File: config.mk
export PLATFORM = sky130hd
export DESIGN_NAME = brisc_mem_top
export DESIGN_NICKNAME = d
export VERILOG_FILES = /design/src/brisc_pkg.sv /design/src/mem_pkg.sv /design/src/brisc_mem_top.sv /design/src/delay_line.sv /design/src/fetch_unit.sv /design/src/load_unit.sv /design/src/mem_arbiter.sv /design/src/ram.sv
export VERILOG_INCLUDE_DIRS = /design/src
export SDC_FILE = /design/constraint.sdc
export NUM_CORES = 1
export LEC_CHECK = 0
export BUFFER_PORTS_ARGS = -buffer_cell sky130_fd_sc_hd__buf_2
export CORE_MARGIN = 2
export CORE_UTILIZATION = 52
export CTS_BUF_LIST = sky130_fd_sc_hd__clkbuf_8
export DETAILED_ROUTE_END_ITERATION = 7
export PLACE_DENSITY_LB_ADDON = 0.1
export SKIP_CTS_REPAIR_TIMING = 1
export SLEW_MARGIN = 20
export SYNTH_ARGS = -nofsm -noshare
export SYNTH_HDL_FRONTEND = slang
export SYNTH_SLANG_ARGS = --single-unit
File: constraint.sdc
create_clock -name clk -period 6.7 [get_ports clk]
set_input_delay 1.34 -clock clk [delete_from_list [all_inputs] [get_ports clk]]
set_output_delay 1.34 -clock clk [all_outputs]
set_load 0.05 [all_outputs]
File: src/brisc_settings.svh
`ifndef BRISC_SETTINGS_SVH
`define BRISC_SETTINGS_SVH

// byte address width seen by the core
`define BRISC_ADDRESS_BITS 32

// ram depth in 32-bit words
`define BRISC_MEM_WORDS 64

// cycles from ram request to array read
`define BRISC_MEM_REQ_DELAY 5

// cycles from array read to ram response
`define BRISC_MEM_RESP_DELAY 5

// width of the fetch run length
`define BRISC_FETCH_COUNT_BITS 8

`endif

File: src/ram.txt
// one 32-bit hex word per line
// line i holds ram word index i, value c0de0000 plus 4*i
c0de0000
c0de0004
c0de0008
c0de000c
c0de0010
c0de0014
c0de0018
c0de001c
c0de0020
c0de0024
c0de0028
c0de002c
c0de0030
c0de0034
c0de0038
c0de003c
c0de0040
c0de0044
c0de0048
c0de004c
c0de0050
c0de0054
c0de0058
c0de005c
c0de0060
c0de0064
c0de0068
c0de006c
c0de0070
c0de0074
c0de0078
c0de007c
c0de0080
c0de0084
c0de0088
c0de008c
c0de0090
c0de0094
c0de0098
c0de009c
c0de00a0
c0de00a4
c0de00a8
c0de00ac
c0de00b0
c0de00b4
c0de00b8
c0de00bc
c0de00c0
c0de00c4
c0de00c8
c0de00cc
c0de00d0
c0de00d4
c0de00d8
c0de00dc
c0de00e0
c0de00e4
c0de00e8
c0de00ec
c0de00f0
c0de00f4
c0de00f8
c0de00fc

File: src/brisc_pkg.sv
`default_nettype none
`include "brisc_settings.svh"

package brisc_pkg;

  // byte address from the core
  typedef logic [`BRISC_ADDRESS_BITS-1:0] addr_t;

  // one data or instruction word
  typedef logic [31:0] word_t;

  // number of words in one fetch run
  typedef logic [`BRISC_FETCH_COUNT_BITS-1:0] fetch_count_t;

  // fetch fsm
  typedef enum logic [1:0] {
    FETCH_IDLE,
    FETCH_REQ,
    FETCH_WAIT
  } fetch_state_t;

endpackage

`default_nettype wire

File: src/mem_pkg.sv
`default_nettype none
`include "brisc_settings.svh"

package mem_pkg;

  // ram word index, address bits 7:2 for 64 words
  typedef logic [$clog2(`BRISC_MEM_WORDS)-1:0] word_index_t;

  // owner of an in-flight ram request
  typedef enum logic {
    REQ_FETCH,
    REQ_LOAD
  } requester_t;

  // last peer granted, for round robin
  typedef enum logic {
    ARB_LAST_FETCH,
    ARB_LAST_LOAD
  } arb_state_t;

endpackage

`default_nettype wire

File: src/brisc_mem_top.sv
`timescale 1ns/1ns
`default_nettype none

module brisc_mem_top (
  input  logic                    clk,
  input  logic                    rst,
  input  logic                    fetch_start,
  input  brisc_pkg::addr_t        fetch_pc,
  input  brisc_pkg::fetch_count_t fetch_count,
  output logic                    fetch_busy,
  output logic                    instr_valid,
  output brisc_pkg::addr_t        instr_addr,
  output brisc_pkg::word_t        instr,
  input  logic                    load_req,
  input  brisc_pkg::addr_t        load_addr,
  output logic                    load_busy,
  output logic                    load_valid,
  output brisc_pkg::word_t        load_data
);

  // fetch side of the arbiter
  logic             fu_req;
  brisc_pkg::addr_t fu_req_addr;
  logic             fu_gnt;
  logic             fu_resp;

  // load side of the arbiter
  logic             lu_req;
  brisc_pkg::addr_t lu_req_addr;
  logic             lu_gnt;
  logic             lu_resp;

  // shared response word
  brisc_pkg::word_t resp_data;

  // ram port
  logic             mem_req;
  brisc_pkg::addr_t mem_addr;
  logic             mem_resp;
  brisc_pkg::word_t mem_data;

  fetch_unit u_fetch (
    .clk        (clk),
    .rst        (rst),
    .fetch_start(fetch_start),
    .fetch_pc   (fetch_pc),
    .fetch_count(fetch_count),
    .fetch_busy (fetch_busy),
    .instr_valid(instr_valid),
    .instr_addr (instr_addr),
    .instr      (instr),
    .req        (fu_req),
    .req_addr   (fu_req_addr),
    .gnt        (fu_gnt),
    .resp       (fu_resp),
    .resp_data  (resp_data)
  );

  load_unit u_load (
    .clk       (clk),
    .rst       (rst),
    .load_req  (load_req),
    .load_addr (load_addr),
    .load_busy (load_busy),
    .load_valid(load_valid),
    .load_data (load_data),
    .req       (lu_req),
    .req_addr  (lu_req_addr),
    .gnt       (lu_gnt),
    .resp      (lu_resp),
    .resp_data (resp_data)
  );

  mem_arbiter u_arbiter (
    .clk       (clk),
    .rst       (rst),
    .fetch_req (fu_req),
    .fetch_addr(fu_req_addr),
    .fetch_gnt (fu_gnt),
    .fetch_resp(fu_resp),
    .load_req  (lu_req),
    .load_addr (lu_req_addr),
    .load_gnt  (lu_gnt),
    .load_resp (lu_resp),
    .resp_data (resp_data),
    .mem_req   (mem_req),
    .mem_addr  (mem_addr),
    .mem_resp  (mem_resp),
    .mem_data  (mem_data)
  );

  ram u_ram (
    .clk (clk),
    .rst (rst),
    .req (mem_req),
    .addr(mem_addr),
    .resp(mem_resp),
    .data(mem_data)
  );

endmodule

`default_nettype wire

File: src/delay_line.sv
`timescale 1ns/1ns
`default_nettype none

module delay_line #(
  parameter int WIDTH = 32,
  parameter int DEPTH = 5
) (
  input  logic             clk,
  input  logic             rst,
  input  logic             in_valid,
  input  logic [WIDTH-1:0] in_data,
  output logic             out_valid,
  output logic [WIDTH-1:0] out_data
);

  // one valid bit and one data slot per stage
  logic [DEPTH-1:0] valid_q;
  logic [WIDTH-1:0] data_q [DEPTH];

  // valid chain, shifts every cycle
  always_ff @(posedge clk) begin
    if (rst) begin
      valid_q <= '0;
    end else begin
      valid_q[0] <= in_valid;
      for (int i = 1; i < DEPTH; i++) begin
        valid_q[i] <= valid_q[i-1];
      end
    end
  end

  // data rides alongside valid
  always_ff @(posedge clk) begin
    data_q[0] <= in_data;
    for (int i = 1; i < DEPTH; i++) begin
      data_q[i] <= data_q[i-1];
    end
  end

  // last stage is the output
  assign out_valid = valid_q[DEPTH-1];
  assign out_data  = data_q[DEPTH-1];

endmodule

`default_nettype wire

File: src/fetch_unit.sv
`timescale 1ns/1ns
`default_nettype none

module fetch_unit (
  input  logic                    clk,
  input  logic                    rst,
  input  logic                    fetch_start,
  input  brisc_pkg::addr_t        fetch_pc,
  input  brisc_pkg::fetch_count_t fetch_count,
  output logic                    fetch_busy,
  output logic                    instr_valid,
  output brisc_pkg::addr_t        instr_addr,
  output brisc_pkg::word_t        instr,
  output logic                    req,
  output brisc_pkg::addr_t        req_addr,
  input  logic                    gnt,
  input  logic                    resp,
  input  brisc_pkg::word_t        resp_data
);

  brisc_pkg::fetch_state_t state_q;

  // address of the word in flight
  brisc_pkg::addr_t        pc_q;
  // words still to return, this one included
  brisc_pkg::fetch_count_t left_q;

  always_ff @(posedge clk) begin
    if (rst) begin
      state_q <= brisc_pkg::FETCH_IDLE;
    end else begin
      case (state_q)
        brisc_pkg::FETCH_IDLE: begin
          // zero count starts nothing
          if (fetch_start && fetch_count != '0) begin
            state_q <= brisc_pkg::FETCH_REQ;
          end
        end
        brisc_pkg::FETCH_REQ: begin
          if (gnt) begin
            state_q <= brisc_pkg::FETCH_WAIT;
          end
        end
        brisc_pkg::FETCH_WAIT: begin
          if (resp) begin
            state_q <= (left_q == 'd1) ? brisc_pkg::FETCH_IDLE : brisc_pkg::FETCH_REQ;
          end
        end
        default: state_q <= brisc_pkg::FETCH_IDLE;
      endcase
    end
  end

  // run position, loaded on start and stepped per word
  always_ff @(posedge clk) begin
    if (state_q == brisc_pkg::FETCH_IDLE && fetch_start) begin
      pc_q   <= fetch_pc;
      left_q <= fetch_count;
    end else if (state_q == brisc_pkg::FETCH_WAIT && resp) begin
      pc_q   <= pc_q + 'd4;
      left_q <= left_q - 'd1;
    end
  end

  assign fetch_busy = (state_q != brisc_pkg::FETCH_IDLE);
  assign req        = (state_q == brisc_pkg::FETCH_REQ);
  assign req_addr   = pc_q;

  // returned word leaves in its arrival cycle
  assign instr_valid = resp;
  assign instr_addr  = pc_q;
  assign instr       = resp_data;

endmodule

`default_nettype wire

File: src/load_unit.sv
`timescale 1ns/1ns
`default_nettype none

module load_unit (
  input  logic             clk,
  input  logic             rst,
  input  logic             load_req,
  input  brisc_pkg::addr_t load_addr,
  output logic             load_busy,
  output logic             load_valid,
  output brisc_pkg::word_t load_data,
  output logic             req,
  output brisc_pkg::addr_t req_addr,
  input  logic             gnt,
  input  logic             resp,
  input  brisc_pkg::word_t resp_data
);

  // busy covers request and wait
  always_ff @(posedge clk) begin
    if (rst) begin
      load_busy <= 1'b0;
      req       <= 1'b0;
    end else if (!load_busy) begin
      if (load_req) begin
        load_busy <= 1'b1;
        req       <= 1'b1;
      end
    end else begin
      // drop the request once granted
      if (gnt) begin
        req <= 1'b0;
      end
      if (resp) begin
        load_busy <= 1'b0;
      end
    end
  end

  // new load ignored while busy
  always_ff @(posedge clk) begin
    if (!load_busy && load_req) begin
      req_addr <= load_addr;
    end
  end

  // response passes out in the same cycle
  assign load_valid = resp;
  assign load_data  = resp_data;

endmodule

`default_nettype wire

File: src/mem_arbiter.sv
`timescale 1ns/1ns
`default_nettype none

module mem_arbiter (
  input  logic             clk,
  input  logic             rst,
  input  logic             fetch_req,
  input  brisc_pkg::addr_t fetch_addr,
  output logic             fetch_gnt,
  output logic             fetch_resp,
  input  logic             load_req,
  input  brisc_pkg::addr_t load_addr,
  output logic             load_gnt,
  output logic             load_resp,
  output brisc_pkg::word_t resp_data,
  output logic             mem_req,
  output brisc_pkg::addr_t mem_addr,
  input  logic             mem_resp,
  input  brisc_pkg::word_t mem_data
);

  mem_pkg::arb_state_t last_q;

  // peer still requesting in its grant cycle is not eligible again
  logic fetch_elig;
  logic load_elig;
  logic pick_fetch;
  logic pick_load;
  logic push;
  logic pop;
  mem_pkg::requester_t push_owner;

  // owner queue, entry 0 is the head
  mem_pkg::requester_t owner_q [2];
  logic [1:0] count_q;

  assign fetch_elig = fetch_req && !fetch_gnt;
  assign load_elig  = load_req && !load_gnt;

  // on a tie the peer not served last wins
  always_comb begin
    if (fetch_elig && load_elig) begin
      pick_fetch = (last_q == mem_pkg::ARB_LAST_LOAD);
      pick_load  = (last_q == mem_pkg::ARB_LAST_FETCH);
    end else begin
      pick_fetch = fetch_elig;
      pick_load  = load_elig;
    end
  end

  assign push       = pick_fetch || pick_load;
  assign pop        = mem_resp;
  assign push_owner = pick_load ? mem_pkg::REQ_LOAD : mem_pkg::REQ_FETCH;

  // grant and ram request registered together
  always_ff @(posedge clk) begin
    if (rst) begin
      fetch_gnt <= 1'b0;
      load_gnt  <= 1'b0;
      mem_req   <= 1'b0;
      last_q    <= mem_pkg::ARB_LAST_LOAD;
    end else begin
      fetch_gnt <= pick_fetch;
      load_gnt  <= pick_load;
      mem_req   <= push;
      if (pick_fetch) begin
        last_q <= mem_pkg::ARB_LAST_FETCH;
      end else if (pick_load) begin
        last_q <= mem_pkg::ARB_LAST_LOAD;
      end
    end
  end

  always_ff @(posedge clk) begin
    if (push) begin
      mem_addr <= pick_load ? load_addr : fetch_addr;
    end
  end

  // queue occupancy
  always_ff @(posedge clk) begin
    if (rst) begin
      count_q <= '0;
    end else if (push && !pop) begin
      count_q <= count_q + 2'd1;
    end else if (pop && !push) begin
      count_q <= count_q - 2'd1;
    end
  end

  // queue entries, shift toward the head on pop
  always_ff @(posedge clk) begin
    if (pop) begin
      owner_q[0] <= owner_q[1];
    end
    if (push) begin
      if (pop) begin
        // one slot freed this cycle
        if (count_q == 2'd1) begin
          owner_q[0] <= push_owner;
        end else begin
          owner_q[1] <= push_owner;
        end
      end else if (count_q == 2'd0) begin
        owner_q[0] <= push_owner;
      end else begin
        owner_q[1] <= push_owner;
      end
    end
  end

  // response steered by the head owner
  assign fetch_resp = mem_resp && (owner_q[0] == mem_pkg::REQ_FETCH);
  assign load_resp  = mem_resp && (owner_q[0] == mem_pkg::REQ_LOAD);
  assign resp_data  = mem_data;

endmodule

`default_nettype wire

File: src/ram.sv
`timescale 1ns/1ns
`default_nettype none
`include "brisc_settings.svh"

module ram (
  input  logic             clk,
  input  logic             rst,
  input  logic             req,
  input  brisc_pkg::addr_t addr,
  output logic             resp,
  output brisc_pkg::word_t data
);

  localparam int INDEX_BITS = $bits(mem_pkg::word_index_t);
  localparam int WORD_BITS  = $bits(brisc_pkg::word_t);

  // word array, contents from ram.txt
  brisc_pkg::word_t mem_array [`BRISC_MEM_WORDS];

  // word index straight from the byte address
  mem_pkg::word_index_t req_index;

  // request line output
  logic                 read_valid;
  mem_pkg::word_index_t read_index;

  // array output into the response line
  brisc_pkg::word_t     read_word;

  initial begin
    $readmemh("/design/src/ram.txt", mem_array);
  end

  // byte offset dropped, upper bits ignored
  assign req_index = addr[INDEX_BITS+1:2];

  // request delay, carries only the index
  delay_line #(
    .WIDTH(INDEX_BITS),
    .DEPTH(`BRISC_MEM_REQ_DELAY)
  ) u_req_line (
    .clk      (clk),
    .rst      (rst),
    .in_valid (req),
    .in_data  (req_index),
    .out_valid(read_valid),
    .out_data (read_index)
  );

  // array read between the two lines
  assign read_word = mem_array[read_index];

  // response delay with the read word
  delay_line #(
    .WIDTH(WORD_BITS),
    .DEPTH(`BRISC_MEM_RESP_DELAY)
  ) u_resp_line (
    .clk      (clk),
    .rst      (rst),
    .in_valid (read_valid),
    .in_data  (read_word),
    .out_valid(resp),
    .out_data (data)
  );

endmodule

`default_nettype wire

==> reports/qor.txt, run 1 <==
Worst Setup Start Kind = input pin
Placed insts = 555
Dominant cells by area after synthesis = edfxtp_1, buf_4, dfxtp_1
Sequential area share after synthesis = 45.02%
Run status = completed
Final WL = 7.252 mm
Post-synth EDFFs = 42
Slew HR = 48.85%
Initial Util = 54.03%
Period utilization = 50.36%
R2R setup slack = 3.96 ns
Post-Synth XOR/XNOR Area = 4.746%
H-tree depth = 3
DR vias = 2833
Setup Viol. Count Final = 0
Layout cells sized above 1 = 22.06%
Worst Path Buf+Inv = 3
Crit path max-delay cell type = or3b_2
Unrepaired setup endpoints after global routing = no
Total grt overflow = 0
Tmin final = 3.374 ns
Placed standard-cell area = 0.003916 mm2
# DRC = 0
Wire length per cell = 12.68 um
Die Y = 88.25 um
Register bit count reported by yosys = 62
Worst R2R End = u_fetch.instr_addr[22]$_DFFE_PP_
Die area = 0.007788 mm2
Area share of and/or/nand/nor cells after synthesis = 21.66%
Antenna violations before repair = 0
Core area = 0.006832 mm2
Top-area cell type share of the netlist area = 34.17%
Synthesized area per cell = 9.344 um2
IO Port Bufs = 79
Max stage delay on crit path = 0.68 ns
Die X = 88.25 um
Mux share of post-synthesis cell area = 0.8814%
Worst Hold Endpoint = u_ram.u_resp_line.valid_q[4]$_SDFF_PP0_
R2r worst-path depth = 5
Synthesized instance count = 395
FP Rows = 30
Worst slew pin tran = 0.7673 ns
CTS Sinks = 62
Crit. End Element = flop
RD Place Congestion = 0.7913
CTS tree = built
Pin count of the biggest net entering global routing = 39
Cell taking the most area after synthesis = edfxtp_1
Synth async-reset ratio = 0%
Total CTS buffers = 9
Max-slew violations = 0
FF-to-FF Start = u_fetch.state_q[0]$_SDFFE_PP0P_
Max Cap Viol = 0
Fin. Hold Viols = 0
Setup TNS = 0 ns
Tightest Hold Check Type = reg2reg
Delay-heaviest family, CP = simple AND/OR/NAND/NOR gates
Hold_sp = u_ram.u_resp_line.valid_q[3]$_SDFF_PP0_
Dpl hpwl = 5.060 mm
VDD IR max = 0.1899 mV
GRT Overall Usage = 18.16%
First-pass GRT wire length = 11.00 mm
Req. time, crit path = 6.91 ns
Complex-gate fraction of the synthesized area = 9.729%
Antenna Nets Post-Route = 0
CP cell instances = buf_2 -> or3b_2 -> clkinv_1 -> buf_4 -> or4_1 -> nand3_1
Post-layout instance area = 0.004188 mm2
Post-synth top cells = buf_4, nand2_1, edfxtp_1, nor2_1
Antenna Cells = 0
Num ports = 176
Max clock buf depth = 2
Drt initial violations = 101
CP Max Fanout = 37
Area Overhead vs Synth = 13.46%
Crit path kind = in2reg
Largest family of logic cells by synthesized area = simple AND/OR/NAND/NOR gates
WHS = 0.4484 ns
Clk_skew = 0.008395 ns
Core Util, Final = 61.30%
Vias per Instance = 4.953
Power per Cell Area = 285.5 mW/mm2
Fin nets = 554
Most frequent cell after synthesis = buf_4
Vias in the first global route = 2397
Worst-path clk slew = 0.07 ns
Hold path cells = 1
Lkg Pwr = 0.001713 uW
Layout Cells excl Fill = 572
Synth Area in Adders = 2.373%
Clock Latency Late Sink = 0.34 ns
Top_reg_cell synth = edfxtp_1
Post-synthesis cell type count = 43
Arr. time, crit path = 3.58 ns
CTS Root Buffer Type = clkbuf_8
Post-Syn Area = 0.003691 mm2
Drt first pass iters = 5
Warnings, synthesis = 0
Achievable frequency = 0.2964 GHz
kinds of logic after synthesis:
family | Yosys count
compound gates | 60
xor+xnor | 20
fa+ha+maj | 7
buf+inv | 87
flops | 62
mux | 3
other cells | 1
simple gates | 155
per-stage QoR:
stage	power [uW]	worst slack, ns
2_1_floorplan	762.6	3.220
3_3_place_gp	787.8	2.938
3_5_place_dp	793.4	2.933
4_1_cts	1202	3.295
5_1_grt	1249	3.097
6_report	1196	3.326
layout make-up:
cell class | instances | area (um2)
fill | 622 | 2644
multi-input combinational | 309 | 1702
sequential | 62 | 1662
timing repair buffer | 81 | 430.4
clock buffer | 9 | 123.9
clock inverter | 7 | 120.1
tap | 96 | 120.1
inverter | 8 | 30.03
layout by cell type, fill, tap and decap left out, types with 2 or more instances in the layout:
master | netlist | layout
buf_2 | 1 | 79
conb_1 | 1 | 64
nand2_1 | 44 | 44
edfxtp_1 | 42 | 42
nor2_1 | 33 | 32
o21ai_0 | 20 | 20
dfxtp_1 | 20 | 20
a31oi_1 | 13 | 13
nor2b_1 | 13 | 13
xnor2_1 | 12 | 12
or4_1 | 12 | 12
a21oi_1 | 11 | 11
nand4_1 | 9 | 9
nand3_1 | 9 | 9
clkbuf_8 | 0 | 9
xor2_1 | 8 | 8
o31ai_1 | 8 | 8
inv_1 | 7 | 7
ha_1 | 7 | 7
or3_1 | 6 | 6
nor4_1 | 5 | 5
nor3_1 | 5 | 5
nand2b_1 | 4 | 4
and3_1 | 4 | 4
and2_1 | 4 | 4
bufinv_16 | 0 | 3
or3b_2 | 2 | 2
o211ai_1 | 2 | 2
mux2_2 | 2 | 2
inv_4 | 0 | 2
clkinv_4 | 0 | 2
where the power goes:
group | total (uW) | switching, uW | internal [uW]
Clock | 407 | 159 | 249
Combinational | 299 | 227 | 72.0
Sequential | 490 | 35.6 | 454
Total | 1200 | 421 | 775
registers in the layout, indices dropped and copies added (netlist names):
name and count:
u_arbiter.last_q 1, u_arbiter.mem_req 1, u_ram.u_resp_line.valid_q 5, u_arbiter.owner_q 2
u_arbiter.count_q 2, u_load.req 1, u_fetch.state_q 2, u_arbiter.fetch_gnt 1
u_ram.u_req_line.valid_q 5, u_load.load_busy 1, u_fetch.left_q 8, u_arbiter.load_gnt 1
u_fetch.instr_addr 32
routing by layer:
layer	GRT usage [%]	routed length [um]	up-vias	share of wire, %
met3	4.384	441	7	6.1
met5	0	0	-	0
li1	-	-	1418	-
met1	22.91	3196	1306	44
met4	7.300	75	0	1.0
met2	30.14	3538	102	49
worst max-delay path by stage:
stage               depth (start not counted)                                to        start  slack [ns]
floorplan                                   2  u_fetch.instr_addr[10]$_DFFE_PP_  fetch_start        3.22
global placement                            6  u_fetch.instr_addr[22]$_DFFE_PP_  fetch_start        2.94
detailed placement                          6  u_fetch.instr_addr[22]$_DFFE_PP_  fetch_start        2.93
CTS                                         6  u_fetch.instr_addr[22]$_DFFE_PP_  fetch_start        3.29
global route                                6  u_fetch.instr_addr[22]$_DFFE_PP_  fetch_start        3.10
finish                                      6  u_fetch.instr_addr[22]$_DFFE_PP_  fetch_start        3.33
(Power assumes the default switching activity.)
==> run 2, diff against run 1 <==
--- a/config.mk
+++ b/config.mk
@@ -8,7 +8,7 @@
 export LEC_CHECK = 0
 export BUFFER_PORTS_ARGS = -buffer_cell sky130_fd_sc_hd__buf_2
 export CORE_MARGIN = 2
-export CORE_UTILIZATION = 52
+export CORE_UTILIZATION = 48
 export CTS_BUF_LIST = sky130_fd_sc_hd__clkbuf_8
 export DETAILED_ROUTE_END_ITERATION = 7
 export PLACE_DENSITY_LB_ADDON = 0.1
==> constraint.sdc (replaced) <==
create_clock -name clk -period 3.5 [get_ports clk]
set_input_delay 0.7 -clock clk [delete_from_list [all_inputs] [get_ports clk]]
set_output_delay 0.7 -clock clk [all_outputs]
set_load 0.05 [all_outputs]
==> run 2 against run 1 <==
Count of clock-buffer cells in the layout unchanged. Non-clock buffer count is 2 higher. Worst setup slack worse by 2.2 ns. Critical path depth fell by 2. First-iteration DRC count is the same. Highest routed layer unchanged. Critical path type is now reg2reg. Largest cell class unchanged. Largest power group unchanged.
==> reports/qor.txt, run 2 (synthesis gave the netlist of run 1 again) <==
Most frequent cells in the layout = buf_2, conb_1, nand2_1, edfxtp_1, nor2_1
CP cell instances = nand4_4 -> or4_1 -> or4_1 -> a31oi_1
Antenna Cells = 0
Area Overhead vs Synth = 11.73%
Die X = 91.69 um
IO Port Bufs = 79
Clk_skew = 0.008064 ns
Achievable frequency = 0.4284 GHz
Max clock buf depth = 2
Unrepaired setup endpoints after global routing = no
Pin count of the biggest net entering global routing = 48
Total grt overflow = 0
Max Cap Viol = 0
Antenna Nets Post-Route = 0
Clock Latency Late Sink = 0.34 ns
Dpl hpwl = 5.270 mm
Tightest Hold Check Type = reg2reg
Period utilization = 66.69%
Total CTS buffers = 9
VDD IR max = 0.2205 mV
CTS tree = built
Largest register FFs = 32
RD Place Congestion = 0.7949
Arr. time, crit path = 2.51 ns
Fin. Hold Viols = 0
Tmin final = 2.334 ns
CP Max Fanout = 16
Layout Cells excl Fill = 577
Vias per Instance = 4.872
Placed insts = 561
Worst Path Buf+Inv = 0
Wire length per cell = 12.65 um
H-tree depth = 3
Antenna violations before repair = 0
Power per Cell Area = 509.5 mW/mm2
Drt initial violations = 101
Max stage delay on crit path = 0.77 ns
Run status = completed
Setup Viol. Count Final = 0
Delay-heaviest family, CP = simple AND/OR/NAND/NOR gates
GRT Overall Usage = 17.03%
DP Worst Slack = 1.219 ns
Req. time, crit path = 3.68 ns
First-pass GRT wire length = 11.45 mm
Worst Setup Start Kind = flop
Die area = 0.008407 mm2
Setup ws final = 1.166 ns
DR vias = 2811
R2R setup slack = 1.17 ns
Final WL = 7.301 mm
Most common cell after layout, fill and taps aside = buf_2
Setup TNS = 0 ns
Reg area = 0.001662 mm2
CTS Root Buffer Type = clkbuf_8
Die Y = 91.69 um
Fin nets = 556
Core area = 0.007331 mm2
# DRC = 0
Max-slew violations = 0
Worst slew pin tran = 0.5584 ns
Layout cells sized above 1 = 21.97%
Crit path kind = reg2reg
Vias in the first global route = 2543
FP Rows = 31
Drt first pass iters = 4
Slew HR = 62.68%
Crit path max-delay cell type = or4_1
Fillers = 711
Worst-path clk slew = 0.07 ns
Initial Util = 50.35%
Crit. End Element = flop
CTS Sinks = 62
Most common cell on crit path = or4_1
Num ports = 176
Area of the multi-input gates = 0.001702 mm2
Lkg Pwr = 0.001696 uW
## run 2: per-layer routing
| metal | global-route usage (%) | wire length [um] |
|---|---|---|
| met1 | 22.31 | 3280 |
| met2 | 27.02 | 3375 |
| met3 | 3.287 | 465 |
| met4 | 8.458 | 180 |
| met5 | 0 | 0 |
## run 2: where the power goes
group          total, uW  leakage, uW  internal [uW]  switching (uW)
clock                593     0.000105            318             275
sequential           937     0.000566            870            67.3
combinational        571      0.00103            136             435
## run 2: path summary, 6_finish.rpt
| check | depth (start not counted) | from | end |
|---|---|---|---|
| min | 1 | u_ram.u_resp_line.valid_q[2]$_SDFF_PP0_ | u_ram.u_resp_line.valid_q[3]$_SDFF_PP0_ |
| min reg2reg | 1 | u_ram.u_resp_line.valid_q[2]$_SDFF_PP0_ | u_ram.u_resp_line.valid_q[3]$_SDFF_PP0_ |
| max | 4 | u_fetch.instr_addr[5]$_DFFE_PP_ | u_fetch.instr_addr[27]$_DFFE_PP_ |
| max reg2reg | 4 | u_fetch.instr_addr[5]$_DFFE_PP_ | u_fetch.instr_addr[27]$_DFFE_PP_ |
## run 2: cell type report
| type | count | share of cell area [%] |
|---|---|---|
| timing repair buffer | 83 | 10.32 |
| clock buffer | 9 | 3.004 |
| sequential | 62 | 40.29 |
| inverter | 8 | 0.7282 |
| clock inverter | 7 | 1.396 |
| multi-input combinational | 309 | 41.26 |
| tap | 99 | 3.004 |
## run 2: metrics by stage
stage               hold WS, ns  area, um2  utilization (%)  power [uW]
floorplan                0.4138       3928                -        1460
global placement         0.4206       3943            53.78        1514
detailed placement       0.4264       3943            53.78        1525
CTS                      0.4420       4124            56.26        2117
global route             0.4581       4124            56.26        2199
finish                   0.4399       4124            56.26        2101
